## src/hdl/rv_pkg.sv

```systemverilog
package rv_pkg;

  localparam int XLEN   = 32;
  localparam int REG_AW = 5;
  localparam int OPC_W  = 7;

  typedef logic [XLEN-1:0]   word_t;      // data word, instruction or address
  typedef logic [REG_AW-1:0] reg_addr_t;  // register index
  typedef logic [3:0]        alu_fn_t;

  // alu function codes
  localparam alu_fn_t ALU_ADD  = 4'd0;
  localparam alu_fn_t ALU_SUB  = 4'd1;
  localparam alu_fn_t ALU_AND  = 4'd2;
  localparam alu_fn_t ALU_OR   = 4'd3;
  localparam alu_fn_t ALU_XOR  = 4'd4;
  localparam alu_fn_t ALU_SLT  = 4'd5;
  localparam alu_fn_t ALU_SLTU = 4'd6;
  localparam alu_fn_t ALU_SLL  = 4'd7;
  localparam alu_fn_t ALU_SRL  = 4'd8;
  localparam alu_fn_t ALU_SRA  = 4'd9;

  // major opcodes of the supported subset
  localparam logic [OPC_W-1:0] OP_REG   = 7'b0110011;
  localparam logic [OPC_W-1:0] OP_IMM   = 7'b0010011;
  localparam logic [OPC_W-1:0] OP_LOAD  = 7'b0000011;
  localparam logic [OPC_W-1:0] OP_STORE = 7'b0100011;

  // funct3 values shared by register and immediate arithmetic
  localparam logic [2:0] F3_ADD  = 3'b000;
  localparam logic [2:0] F3_SLL  = 3'b001;
  localparam logic [2:0] F3_SLT  = 3'b010;
  localparam logic [2:0] F3_SLTU = 3'b011;
  localparam logic [2:0] F3_XOR  = 3'b100;
  localparam logic [2:0] F3_SR   = 3'b101;  // srl / sra, split by bit 30
  localparam logic [2:0] F3_OR   = 3'b110;
  localparam logic [2:0] F3_AND  = 3'b111;

  // register fields inside the instruction word
  localparam int RD_LSB  = 7;
  localparam int RS1_LSB = 15;
  localparam int RS2_LSB = 20;

  localparam reg_addr_t REG_X0   = 5'd0;
  localparam word_t     NOP_INST = 32'h0000_0013;  // addi x0, x0, 0

  typedef struct packed {
    word_t pc;
    word_t inst;
  } if_id_t;

  typedef struct packed {
    reg_addr_t rd;
    reg_addr_t rs1;
    reg_addr_t rs2;
    word_t     rs1_data;
    word_t     rs2_data;
    word_t     imm;
    alu_fn_t   alu_fn;
    logic      use_imm;    // operand two from imm instead of rs2
    logic      mem_read;
    logic      mem_write;
    logic      reg_write;
  } id_ex_t;

  typedef struct packed {
    reg_addr_t rd;
    reg_addr_t rs2;        // kept for load-store forwarding in mem
    word_t     store_data;
    word_t     alu_result;
    logic      mem_read;
    logic      mem_write;
    logic      reg_write;
  } ex_mem_t;

  typedef struct packed {
    logic      we;
    reg_addr_t addr;
    word_t     data;
  } wb_t;

endpackage

```

## src/hdl/fetch_stage.sv

```systemverilog
module fetch_stage (
  input  logic           CLK,
  input  logic           reset,
  input  logic           stall,
  input  rv_pkg::word_t  inst,
  output rv_pkg::word_t  pc,
  output rv_pkg::if_id_t if_id
);
  import rv_pkg::*;

  word_t pc_next;

  assign pc_next = pc + 32'd4;

  // pc register, frozen while decode waits on a load
  always_ff @(posedge CLK)
  begin
    if (reset)
      pc <= '0;
    else if (!stall)
      pc <= pc_next;
  end

  // IF/ID register
  always_ff @(posedge CLK)
  begin
    if (reset)
    begin
      if_id.pc   <= '0;
      if_id.inst <= NOP_INST;  // decodes as a bubble
    end
    else if (!stall)
    begin
      if_id.pc   <= pc;
      if_id.inst <= inst;      // imem answers in the same cycle
    end
  end

  // no branches, so every fetch address stays on a word boundary
  a_pc_aligned: assert property (@(posedge CLK) disable iff (reset)
    pc[1:0] == 2'b00);

endmodule

```

## src/hdl/decode_stage.sv

```systemverilog
module decode_stage (
  input  logic              CLK,
  input  logic              reset,
  input  rv_pkg::if_id_t    if_id,
  input  rv_pkg::word_t     rs1_data,
  input  rv_pkg::word_t     rs2_data,
  input  rv_pkg::wb_t       wb,
  output rv_pkg::reg_addr_t rs1_addr,
  output rv_pkg::reg_addr_t rs2_addr,
  output logic              stall,
  output rv_pkg::id_ex_t    id_ex
);
  import rv_pkg::*;

  logic [OPC_W-1:0] opcode;
  logic [2:0]       funct3;
  logic             alt;      // inst[30], selects sub / sra
  reg_addr_t        rd_addr;
  word_t            imm_i;
  word_t            imm_s;
  alu_fn_t          alu_fn;
  logic             use_imm;
  logic             mem_read;
  logic             mem_write;
  logic             reg_write;
  logic             is_store;
  word_t            rs1_fwd;
  word_t            rs2_fwd;
  id_ex_t           id_ex_d;

  // same funct3 table for register and immediate forms
  function automatic alu_fn_t alu_decode(logic [2:0] f3, logic alt_bit, logic is_reg);
    alu_fn_t fn;
    case (f3)
      F3_ADD:  fn = (is_reg && alt_bit) ? ALU_SUB : ALU_ADD;  // no subi
      F3_SLL:  fn = ALU_SLL;
      F3_SLT:  fn = ALU_SLT;
      F3_SLTU: fn = ALU_SLTU;
      F3_XOR:  fn = ALU_XOR;
      F3_SR:   fn = alt_bit ? ALU_SRA : ALU_SRL;
      F3_OR:   fn = ALU_OR;
      default: fn = ALU_AND;
    endcase
    return fn;
  endfunction

  assign opcode   = if_id.inst[OPC_W-1:0];
  assign funct3   = if_id.inst[14:12];
  assign alt      = if_id.inst[30];
  assign rd_addr  = if_id.inst[RD_LSB +: REG_AW];
  assign rs1_addr = if_id.inst[RS1_LSB +: REG_AW];
  assign rs2_addr = if_id.inst[RS2_LSB +: REG_AW];
  assign is_store = (opcode == OP_STORE);

  assign imm_i = {{20{if_id.inst[31]}}, if_id.inst[31:20]};
  assign imm_s = {{20{if_id.inst[31]}}, if_id.inst[31:25], if_id.inst[11:7]};

  always_comb
  begin
    alu_fn    = ALU_ADD;   // loads and stores add base and offset
    use_imm   = 1'b0;
    mem_read  = 1'b0;
    mem_write = 1'b0;
    reg_write = 1'b0;
    case (opcode)
      OP_REG:
      begin
        alu_fn    = alu_decode(funct3, alt, 1'b1);
        reg_write = 1'b1;
      end
      OP_IMM:
      begin
        alu_fn    = alu_decode(funct3, alt, 1'b0);
        use_imm   = 1'b1;
        reg_write = 1'b1;
      end
      OP_LOAD:
      begin
        use_imm   = 1'b1;
        mem_read  = 1'b1;
        reg_write = 1'b1;
      end
      OP_STORE:
      begin
        use_imm   = 1'b1;
        mem_write = 1'b1;
      end
      default: ;           // unsupported opcode becomes a bubble
    endcase
    if (rd_addr == REG_X0)
      reg_write = 1'b0;    // x0 is never written
  end

  // load in EX whose result is needed here; a store only needs rs1 early
  assign stall = id_ex.mem_read &&
                 ((id_ex.rd == rs1_addr) || ((id_ex.rd == rs2_addr) && !is_store));

  // rf write of this cycle lands after the read, take it directly
  assign rs1_fwd = (wb.we && wb.addr == rs1_addr) ? wb.data : rs1_data;
  assign rs2_fwd = (wb.we && wb.addr == rs2_addr) ? wb.data : rs2_data;

  always_comb
  begin
    id_ex_d.rd        = rd_addr;
    id_ex_d.rs1       = rs1_addr;
    id_ex_d.rs2       = rs2_addr;
    id_ex_d.rs1_data  = rs1_fwd;
    id_ex_d.rs2_data  = rs2_fwd;
    id_ex_d.imm       = is_store ? imm_s : imm_i;
    id_ex_d.alu_fn    = alu_fn;
    id_ex_d.use_imm   = use_imm;
    id_ex_d.mem_read  = mem_read  && !stall;
    id_ex_d.mem_write = mem_write && !stall;
    id_ex_d.reg_write = reg_write && !stall;
  end

  // ID/EX register
  always_ff @(posedge CLK)
  begin
    if (reset)
    begin
      id_ex.mem_read  <= 1'b0;
      id_ex.mem_write <= 1'b0;
      id_ex.reg_write <= 1'b0;
    end
    else
      id_ex <= id_ex_d;
  end

  a_bubble_inert: assert property (@(posedge CLK) disable iff (reset)
    stall |=> !id_ex.mem_write && !id_ex.reg_write);

endmodule

```

## src/hdl/execute_stage.sv

```systemverilog
module execute_stage (
  input  logic            CLK,
  input  logic            reset,
  input  rv_pkg::id_ex_t  id_ex,
  input  rv_pkg::wb_t     wb,
  output rv_pkg::ex_mem_t ex_mem
);
  import rv_pkg::*;

  word_t   rs1_fwd;
  word_t   rs2_fwd;
  word_t   op_a;
  word_t   op_b;
  word_t   alu_out;
  logic    lt_signed;
  logic    lt_unsigned;
  ex_mem_t ex_mem_d;

  // newest producer first; a load in EX/MEM has no data yet
  function automatic word_t fwd(reg_addr_t src, word_t reg_data);
    word_t val;
    if (ex_mem.reg_write && !ex_mem.mem_read && ex_mem.rd == src)
      val = ex_mem.alu_result;
    else if (wb.we && wb.addr == src)
      val = wb.data;
    else
      val = reg_data;
    return val;
  endfunction

  always_comb
  begin
    rs1_fwd = fwd(id_ex.rs1, id_ex.rs1_data);
    rs2_fwd = fwd(id_ex.rs2, id_ex.rs2_data);
  end

  assign op_a = rs1_fwd;
  assign op_b = id_ex.use_imm ? id_ex.imm : rs2_fwd;

  assign lt_signed   = $signed(op_a) < $signed(op_b);
  assign lt_unsigned = op_a < op_b;

  always_comb
  begin
    case (id_ex.alu_fn)
      ALU_ADD:  alu_out = op_a + op_b;
      ALU_SUB:  alu_out = op_a - op_b;
      ALU_AND:  alu_out = op_a & op_b;
      ALU_OR:   alu_out = op_a | op_b;
      ALU_XOR:  alu_out = op_a ^ op_b;
      ALU_SLT:  alu_out = {{(XLEN-1){1'b0}}, lt_signed};
      ALU_SLTU: alu_out = {{(XLEN-1){1'b0}}, lt_unsigned};
      ALU_SLL:  alu_out = op_a << op_b[4:0];     // shamt from low five bits
      ALU_SRL:  alu_out = op_a >> op_b[4:0];
      ALU_SRA:  alu_out = $signed(op_a) >>> op_b[4:0];
      default:  alu_out = '0;
    endcase
  end

  always_comb
  begin
    ex_mem_d.rd         = id_ex.rd;
    ex_mem_d.rs2        = id_ex.rs2;
    ex_mem_d.store_data = rs2_fwd;               // forwarded value, not the stale rf read
    ex_mem_d.alu_result = alu_out;               // address for loads and stores
    ex_mem_d.mem_read   = id_ex.mem_read;
    ex_mem_d.mem_write  = id_ex.mem_write;
    ex_mem_d.reg_write  = id_ex.reg_write;
  end

  // EX/MEM register
  always_ff @(posedge CLK)
  begin
    if (reset)
    begin
      ex_mem.mem_read  <= 1'b0;
      ex_mem.mem_write <= 1'b0;
      ex_mem.reg_write <= 1'b0;
    end
    else
      ex_mem <= ex_mem_d;
  end

endmodule

```

## src/hdl/mem_wb_stage.sv

```systemverilog
module mem_wb_stage (
  input  logic            CLK,
  input  logic            reset,
  input  rv_pkg::ex_mem_t ex_mem,
  input  rv_pkg::word_t   mem_rdata,
  output logic            mem_csn,
  output logic            mem_wen,
  output rv_pkg::word_t   mem_addr,
  output rv_pkg::word_t   mem_wdata,
  output rv_pkg::wb_t     wb
);
  import rv_pkg::*;

  logic      mem_wb_we;
  logic      mem_wb_load;   // write back the load data, not the alu result
  reg_addr_t mem_wb_rd;
  word_t     mem_wb_alu;
  word_t     mem_wb_rdata;
  logic      store_fwd;

  // data memory, active low strobes
  assign mem_csn  = !(ex_mem.mem_read || ex_mem.mem_write);
  assign mem_wen  = !ex_mem.mem_write;
  assign mem_addr = ex_mem.alu_result;

  // load directly followed by a store of the loaded register
  assign store_fwd = ex_mem.mem_write && wb.we && (wb.addr == ex_mem.rs2);
  assign mem_wdata = store_fwd ? wb.data : ex_mem.store_data;

  // MEM/WB register
  always_ff @(posedge CLK)
  begin
    if (reset)
    begin
      mem_wb_we   <= 1'b0;
      mem_wb_load <= 1'b0;
    end
    else
    begin
      mem_wb_we   <= ex_mem.reg_write;
      mem_wb_load <= ex_mem.mem_read;
    end
    mem_wb_rd    <= ex_mem.rd;
    mem_wb_alu   <= ex_mem.alu_result;
    mem_wb_rdata <= mem_rdata;
  end

  always_comb
  begin
    wb.we   = mem_wb_we;
    wb.addr = mem_wb_rd;
    wb.data = mem_wb_load ? mem_wb_rdata : mem_wb_alu;
  end

  // decode drops reg_write for rd x0, nothing downstream may revive it
  a_no_x0_write: assert property (@(posedge CLK) disable iff (reset)
    wb.we |-> wb.addr != REG_X0);

endmodule

```

## src/hdl/riscv_core.sv

```systemverilog
module riscv_core (
  input  logic              CLK,
  input  logic              reset,
  // instruction memory
  output rv_pkg::word_t     I_MEM_ADDR,
  input  rv_pkg::word_t     I_MEM_DI,
  output logic              I_MEM_CSN,
  // data memory
  output logic              D_MEM_CSN,
  output logic              D_MEM_WEN,
  output rv_pkg::word_t     D_MEM_ADDR,
  output rv_pkg::word_t     D_MEM_DOUT,
  input  rv_pkg::word_t     D_MEM_DI,
  // register file
  output rv_pkg::reg_addr_t RF_RA1,
  output rv_pkg::reg_addr_t RF_RA2,
  input  rv_pkg::word_t     RF_RD1,
  input  rv_pkg::word_t     RF_RD2,
  output logic              RF_WE,
  output rv_pkg::reg_addr_t RF_WA,
  output rv_pkg::word_t     RF_WD
);
  import rv_pkg::*;

  logic    stall;
  if_id_t  if_id;
  id_ex_t  id_ex;
  ex_mem_t ex_mem;
  wb_t     wb;

  assign I_MEM_CSN = 1'b0;   // fetch every cycle

  fetch_stage u_fetch (
    .CLK   (CLK),
    .reset (reset),
    .stall (stall),
    .inst  (I_MEM_DI),
    .pc    (I_MEM_ADDR),
    .if_id (if_id)
  );

  decode_stage u_decode (
    .CLK      (CLK),
    .reset    (reset),
    .if_id    (if_id),
    .rs1_data (RF_RD1),
    .rs2_data (RF_RD2),
    .wb       (wb),
    .rs1_addr (RF_RA1),
    .rs2_addr (RF_RA2),
    .stall    (stall),
    .id_ex    (id_ex)
  );

  execute_stage u_execute (
    .CLK    (CLK),
    .reset  (reset),
    .id_ex  (id_ex),
    .wb     (wb),
    .ex_mem (ex_mem)
  );

  mem_wb_stage u_mem_wb (
    .CLK       (CLK),
    .reset     (reset),
    .ex_mem    (ex_mem),
    .mem_rdata (D_MEM_DI),
    .mem_csn   (D_MEM_CSN),
    .mem_wen   (D_MEM_WEN),
    .mem_addr  (D_MEM_ADDR),
    .mem_wdata (D_MEM_DOUT),
    .wb        (wb)
  );

  // rf write port, written on the next rising edge
  assign RF_WE = wb.we;
  assign RF_WA = wb.addr;
  assign RF_WD = wb.data;

endmodule

```

## config.mk

```make
export PLATFORM = sky130hd
export DESIGN_NAME = riscv_core
export DESIGN_NICKNAME = d
export VERILOG_FILES = /design/src/hdl/rv_pkg.sv /design/src/hdl/fetch_stage.sv /design/src/hdl/decode_stage.sv /design/src/hdl/execute_stage.sv /design/src/hdl/mem_wb_stage.sv /design/src/hdl/riscv_core.sv
export SDC_FILE = /design/constraint.sdc
export NUM_CORES = 1
export LEC_CHECK = 0
export ABC_AREA = 1
export BUFFER_PORTS_ARGS = -buffer_cell sky130_fd_sc_hd__buf_4
export CAP_MARGIN = 5
export CORE_MARGIN = 2
export CORE_UTILIZATION = 40
export DETAILED_ROUTE_END_ITERATION = 12
export GPL_ROUTABILITY_DRIVEN = 0
export GPL_TIMING_DRIVEN = 1
export HOLD_SLACK_MARGIN = 0.05
export SLEW_MARGIN = 20
export SYNTH_ARGS = -nofsm -noshare
export SYNTH_HDL_FRONTEND = slang
export SYNTH_SLANG_ARGS = --single-unit
```

## constraint.sdc

```tcl
create_clock -name CLK -period 8.5 [get_ports CLK]
set_input_delay 0.85 -clock CLK [delete_from_list [all_inputs] [get_ports CLK]]
set_output_delay 0.85 -clock CLK [all_outputs]
set_load 0.05 [all_outputs]
```

== Word-level counts from Yosys, hierarchy flattened ==
Cells that the tools add are included.

* Word-level logic and storage cells: 111
* Input bits: 130
* Register bits after elaboration: 311

* Reductions and logical operators: 26
* Muxes and demuxes: 21
* Add/subtract/negate cells: 3
* $lt $le $gt $ge: 2
* Equality and inequality tests: 28
* Bitwise gates (word level): 3
* Shift-type cells: 3

{| class="wikitable"
|+ Operators with widths
! cell !! number
|-
| 32-bit case mux with 10 select lines || 1
|-
| 32-bit two-way mux || 9
|-
| 32-bit < comparator || 2
|-
| 4-bit case mux with 7 select lines || 2
|-
| 5-bit equality test || 9
|-
| 32-bit by 3-bit adder with 32-bit output, second input constant || 1
|-
| 32-bit adder || 1
|-
| 32-bit AND || 1
|-
| 32-bit bitwise OR || 1
|-
| 32-bit by 5-bit << shifter with 32-bit output || 1
|-
| 32-bit by 5-bit right shift with 32-bit output || 1
|-
| 32-bit by 5-bit >>> shifter with 32-bit output || 1
|-
| 32-bit subtractor || 1
|-
| 32-bit bitwise XOR || 1
|-
| 4-bit by 3-bit equality test with 1-bit output, second input constant || 4
|-
| 7-bit by 6-bit equality test with 1-bit output, second input constant || 2
|-
| 1-bit logical AND || 14
|-
| 3-bit equality test, second input constant || 3
|-
| 4-bit by 2-bit equality test with 1-bit output, second input constant || 2
|-
| 4-bit equality test, second input constant || 2
|-
| 4-bit case mux with 2 select lines || 1
|-
| 7-bit by 2-bit equality test with 1-bit output, second input constant || 1
|-
| 7-bit by 5-bit equality test with 1-bit output, second input constant || 1
|-
| 1-bit two-way mux || 7
|-
| 10 further kinds || 17
|}

== Longest topological paths before layout ==
* Word-level depth: 7
* Depth in mapped cells: 31
* Gate-level depth less buffers: 29

== By module ==
Synthesis repeated with hierarchy kept, for this count alone.

* Cell total of the unflattened synthesis: 3635
* Area, all modules: 25184.2 um2

{| class="wikitable"
|+ By module, submodules not included
! module !! times used !! area an instance (um2) !! sequential area each (um2) !! cells an instance
|-
| execute_stage || 1 || 13785.7 || 2282.2 || 2353
|-
| decode_stage || 1 || 4737.0 || 2942.8 || 417
|-
| fetch_stage || 1 || 3816.2 || 1841.8 || 514
|-
| mem_wb_stage || 1 || 2834.0 || 1421.4 || 349
|-
| riscv_core || 1 || 11.3 || 0.0 || 2
|}

== Worst setup path before layout ==
No wires, ideal clock.

* Path kind: input port to flip-flop
* From: in reset
* To: reg u_fetch.if_id[29] (netlist name)
* Arrival: 6431 ps
* Stages: 4
* Setup slack: 1981 ps
* Path buffers: 1
* Library setup time: 88 ps
* Data required time: 8412 ps
* Cells stage by stage: inv_1 > clkbuf_1 > o21ai_0 > nor2_1

{| class="wikitable"
|+ RTL lines
! what !! line !! text
|-
| start: declaration || riscv_core.sv:3 || <nowiki>input logic reset,</nowiki>
|}

== Worst setup path after layout ==
* From: reg u_mem_wb.mem_wb_rd[3]
* To: reg u_execute.ex_mem[19] (netlist name)

* Cells in the longest elaborated chain, start to end: 7
* Elaborated cells between the ends (all ways): 18
* Those cells by class: add/sub (2); eq/ne (2); shift (3); mux (6); bitwise (3); reduce/logical (2)

{| class="wikitable"
|+ RTL lines
! what !! line !! text
|-
| start: declaration || mem_wb_stage.sv:16 || <nowiki>reg_addr_t mem_wb_rd;</nowiki>
|-
| start signal: assignment || mem_wb_stage.sv:43 || <nowiki>mem_wb_rd <= ex_mem.rd;</nowiki>
|-
| 5-bit equality test || execute_stage.sv:24 || <nowiki>else if (wb.we && wb.addr == src)</nowiki>
|-
| 1-bit logical AND || execute_stage.sv:24 ||
|-
| 32-bit two-way mux || execute_stage.sv:24 ||
|-
| 32-bit two-way mux || execute_stage.sv:22 || <nowiki>if (ex_mem.reg_write && !ex_mem.mem_read && ex_mem.rd == src)</nowiki>
|-
| 32-bit two-way mux || execute_stage.sv:38 || <nowiki>assign op_b = id_ex.use_imm ? id_ex.imm : rs2_fwd;</nowiki>
|-
| 32-bit subtractor (tied with other cells) || execute_stage.sv:47 || <nowiki>ALU_SUB: alu_out = op_a - op_b;</nowiki>
|-
| 32-bit case mux with 10 select lines * || execute_stage.sv:45 || <nowiki>case (id_ex.alu_fn)</nowiki>
|-
| named net u_execute.alu_out[16] || execute_stage.sv:14 || <nowiki>word_t alu_out;</nowiki>
|}

The timed path passes the listed nets; every way through them passes the cells marked *.
A chain may end at the register's enable or synchronous reset.

==> results_dict.tcl <==
set metrics [dict create \
    cts_made_buffers 37 \
    ios 277 \
    grtUsageTotal 0.3158 \
    synth_area_mm2 0.02335 \
    wl_per_cell_um 22.70 \
    total_power_mw 4.960 \
    rsz0062_at_grt "no" \
    fin_setup_tns_ns 0 \
    wl_um 97700 \
    vias 24760 \
    seq_area_frac_synth 0.3378 \
    grt_pass1_wl_um 144600 \
    power_frac_seq 0.362 \
    nNetsFinal 3743 \
    drv_slew 0 \
    clock_sinks 309 \
    synth.most_common_cell "nand2_1" \
    fp.dieH_um 245.6 \
    place_inst 4237 \
    grt_max_degree 113 \
    ys_top_cells_by_area "edfxtp_1 22%, nand2_1 14%, dfxtp_1 12%, nand3_1 9.3%, ha_1 5.4%" \
    cp.arrival_ns 6.27 \
    synth-main-ff-cell "edfxtp_1" \
    synth_seq_cells 309 \
    synth_edf_count 170 \
    path_clk_slew_ns 0.06 \
    cts_hold_buf 0 \
    cts_tree "built" \
    worstPathRequired_ns 8.73 \
    row_count 88 \
    viasPerCell 5.753 \
    grt_pass1_vias 22890 \
    seqCellArea_mm2 0.007889 \
    synth_commonest_cells "853 x nand2_1, 433 x nand3_1, 329 x inv_1" \
    p_comb_frac 0.315 \
    yosysWarnings 0 \
    initial_core_util 0.4048 \
    power_density_mw_per_mm2 185.5 \
    setup_viol 0 \
    area_growth_syn_to_layout_pct 14.47 \
    fin_cells 4304 \
    path_class "flop to flop" \
    die_area_mm2 0.06033 \
    p_switching_mw 1.890 \
    port_buffers 273 \
    dp_hpwl_um 74880 \
    worstMarginPinSlew_ns 1.038 \
    clockBufferDepth 3 \
    skew_ns 0.03632 \
    drcViolationCount 0 \
    grt-ovfl-total 0 \
    hold_path_class "flop to flop" \
    diodes 0 \
    final.fill_count 5978 \
    drive_above_1_share 0.1300 \
    netlist.area_leader.share 0.2186 \
    core_area_mm2 0.05770 \
    antenna_found_initial 3 \
    hold_viol 0 \
    multi_input_area_mm2 0.01309 \
    cts-resized-gates 0 \
    ir_drop_v 0.0001517 \
    htreeDepth 2 \
    drt_iter0_drc 3403 \
    clock-root-buffer "clkbuf_16" \
    cts_setup_buffers 0 \
    crit_fanout 38 \
    period_needed_ns 6.043 \
    async_reset_ff_frac 0 \
    max_freq_mhz 165.5 \
    critPathLaunchType "flop" \
    clk_latency_ns 0.57 \
    die_w_um 245.6 \
    syn_inst 3377 \
    slew-limit-headroom 0.3070 \
    synth_cell_type_count 60 \
    swShare 0.3811 \
    maxCapViolations 0 \
    syn-mean-instance-area_um2 6.915 \
    cp-end-kind "flop" \
    fin_crit_sh 0.7110 \
    yosys.area.top_type "edfxtp_1" \
    drtAntennaViolNets 0 \
    status "complete, no violations" \
    dr.pass1.iters 8 \
    p_clk_frac 0.323 \
    cell_internal_pwr_mw 3.070 \
    p_leak_nw 12.06 \
]
[final timing paths]
path / depth (start not counted) / endpoint / from / slack (ns)
setup / recovery: 19 / u_execute.ex_mem[19] / u_mem_wb.mem_wb_rd[3] / 2.46
hold / removal: 0 / u_mem_wb.mem_wb_rd[4] / u_execute.ex_mem[76] / 0.37
setup reg to reg: 19 / u_execute.ex_mem[19] / u_mem_wb.mem_wb_rd[3] / 2.46
hold reg to reg: 0 / u_mem_wb.mem_wb_rd[4] / u_execute.ex_mem[76] / 0.37
[flip-flops by register name (all words and copies together) (netlist names)]
signal and count:
u_decode.id_ex 99, u_mem_wb.mem_wb_alu 32, u_mem_wb.mem_wb_rdata 32, u_fetch.if_id 32
u_execute.ex_mem 77, u_mem_wb.mem_wb_load 1, u_mem_wb.mem_wb_rd 5, u_fetch.pc 30
u_mem_wb.mem_wb_we 1
[stage by stage]
stage	instance area, um^2	hold slack (ns)	worst slack [ns]	utilization
floorplan	23360	0.3480	1.981	-
global placement	25520	0.3547	2.706	0.4423
global route	26730	0.3759	2.207	0.4633
finish	26730	0.3705	2.457	0.4633
detailed placement	25520	0.3552	2.824	0.4423
CTS	26730	0.3691	2.792	0.4633
[placed cells by master (no fill, tap or decap), types with 89 or more instances in the layout]
master and count:
nand2_1 851, nand3_1 432, inv_1 327, buf_4 302, o21ai_0 240, nor2_1 230
a21oi_1 189, edfxtp_1 170, dfxtp_1 138, ha_1 100, o21a_1 89
[worst max-delay path: stages, from the launching register on]
cell	delay, ns
dfxtp_1	0.46
inv_2	0.11
nand2_2	0.07
nand2_2	0.06
nor2_4	0.48
nand3_2	0.79
o211ai_2	0.51
nand2_1	0.30
ha_1	0.31
inv_1	0.22
fa_1	0.26
nand2_1	0.08
o21ai_1	0.37
a21oi_1	0.27
o21bai_1	0.39
a21oi_1	0.11
o21ai_0	0.10
o21ai_0	0.10
a211oi_1	0.43
nand3_1	0.31
[final cells by class]
cell class                 instances  area share
clock inverter                    16    0.005570
timing repair buffer             302     0.08481
multi-input combinational       2513      0.4898
tap                              765     0.03581
inverter                         348     0.04915
sequential                       309      0.2951
clock buffer                      51     0.03974
[layer usage]
metal / wire, um / track usage / share of wire / vias up
met5: 29 / 0 / 0.00030 / -
met4: 4945 / 0.1422 / 0.051 / 4
met3: 10040 / 0.05970 / 0.10 / 277
met2: 42850 / 0.4949 / 0.44 / 1492
met1: 39840 / 0.4212 / 0.41 / 11420
li1: - / - / - / 11570
[power groups by stage]
stage               Combinational [mW]  Sequential, mW  Clock, mW
floorplan                         1.05            1.78          0
global placement                  1.51            1.82          0
detailed placement                1.51            1.82          0
CTS                               1.52            1.79       1.62
global route                      1.67            1.80       1.68
finish                            1.56            1.79       1.60
[cells by family (layout without fill, tap and decap cells)]
group,Yosys count,after routing,synth area share
adder cells (fa/ha/maj),102,102,0.05529
XOR/XNOR,46,46,0.01725
AND/OR/NAND/NOR,1692,1692,0.3181
other,1,3,0.0001606
buffers and inverters,557,717,0.1044
AO/OA/AOI/OAI,670,670,0.1670
flip-flops,309,309,0.3378
Power figures use the tool's default switching activity.
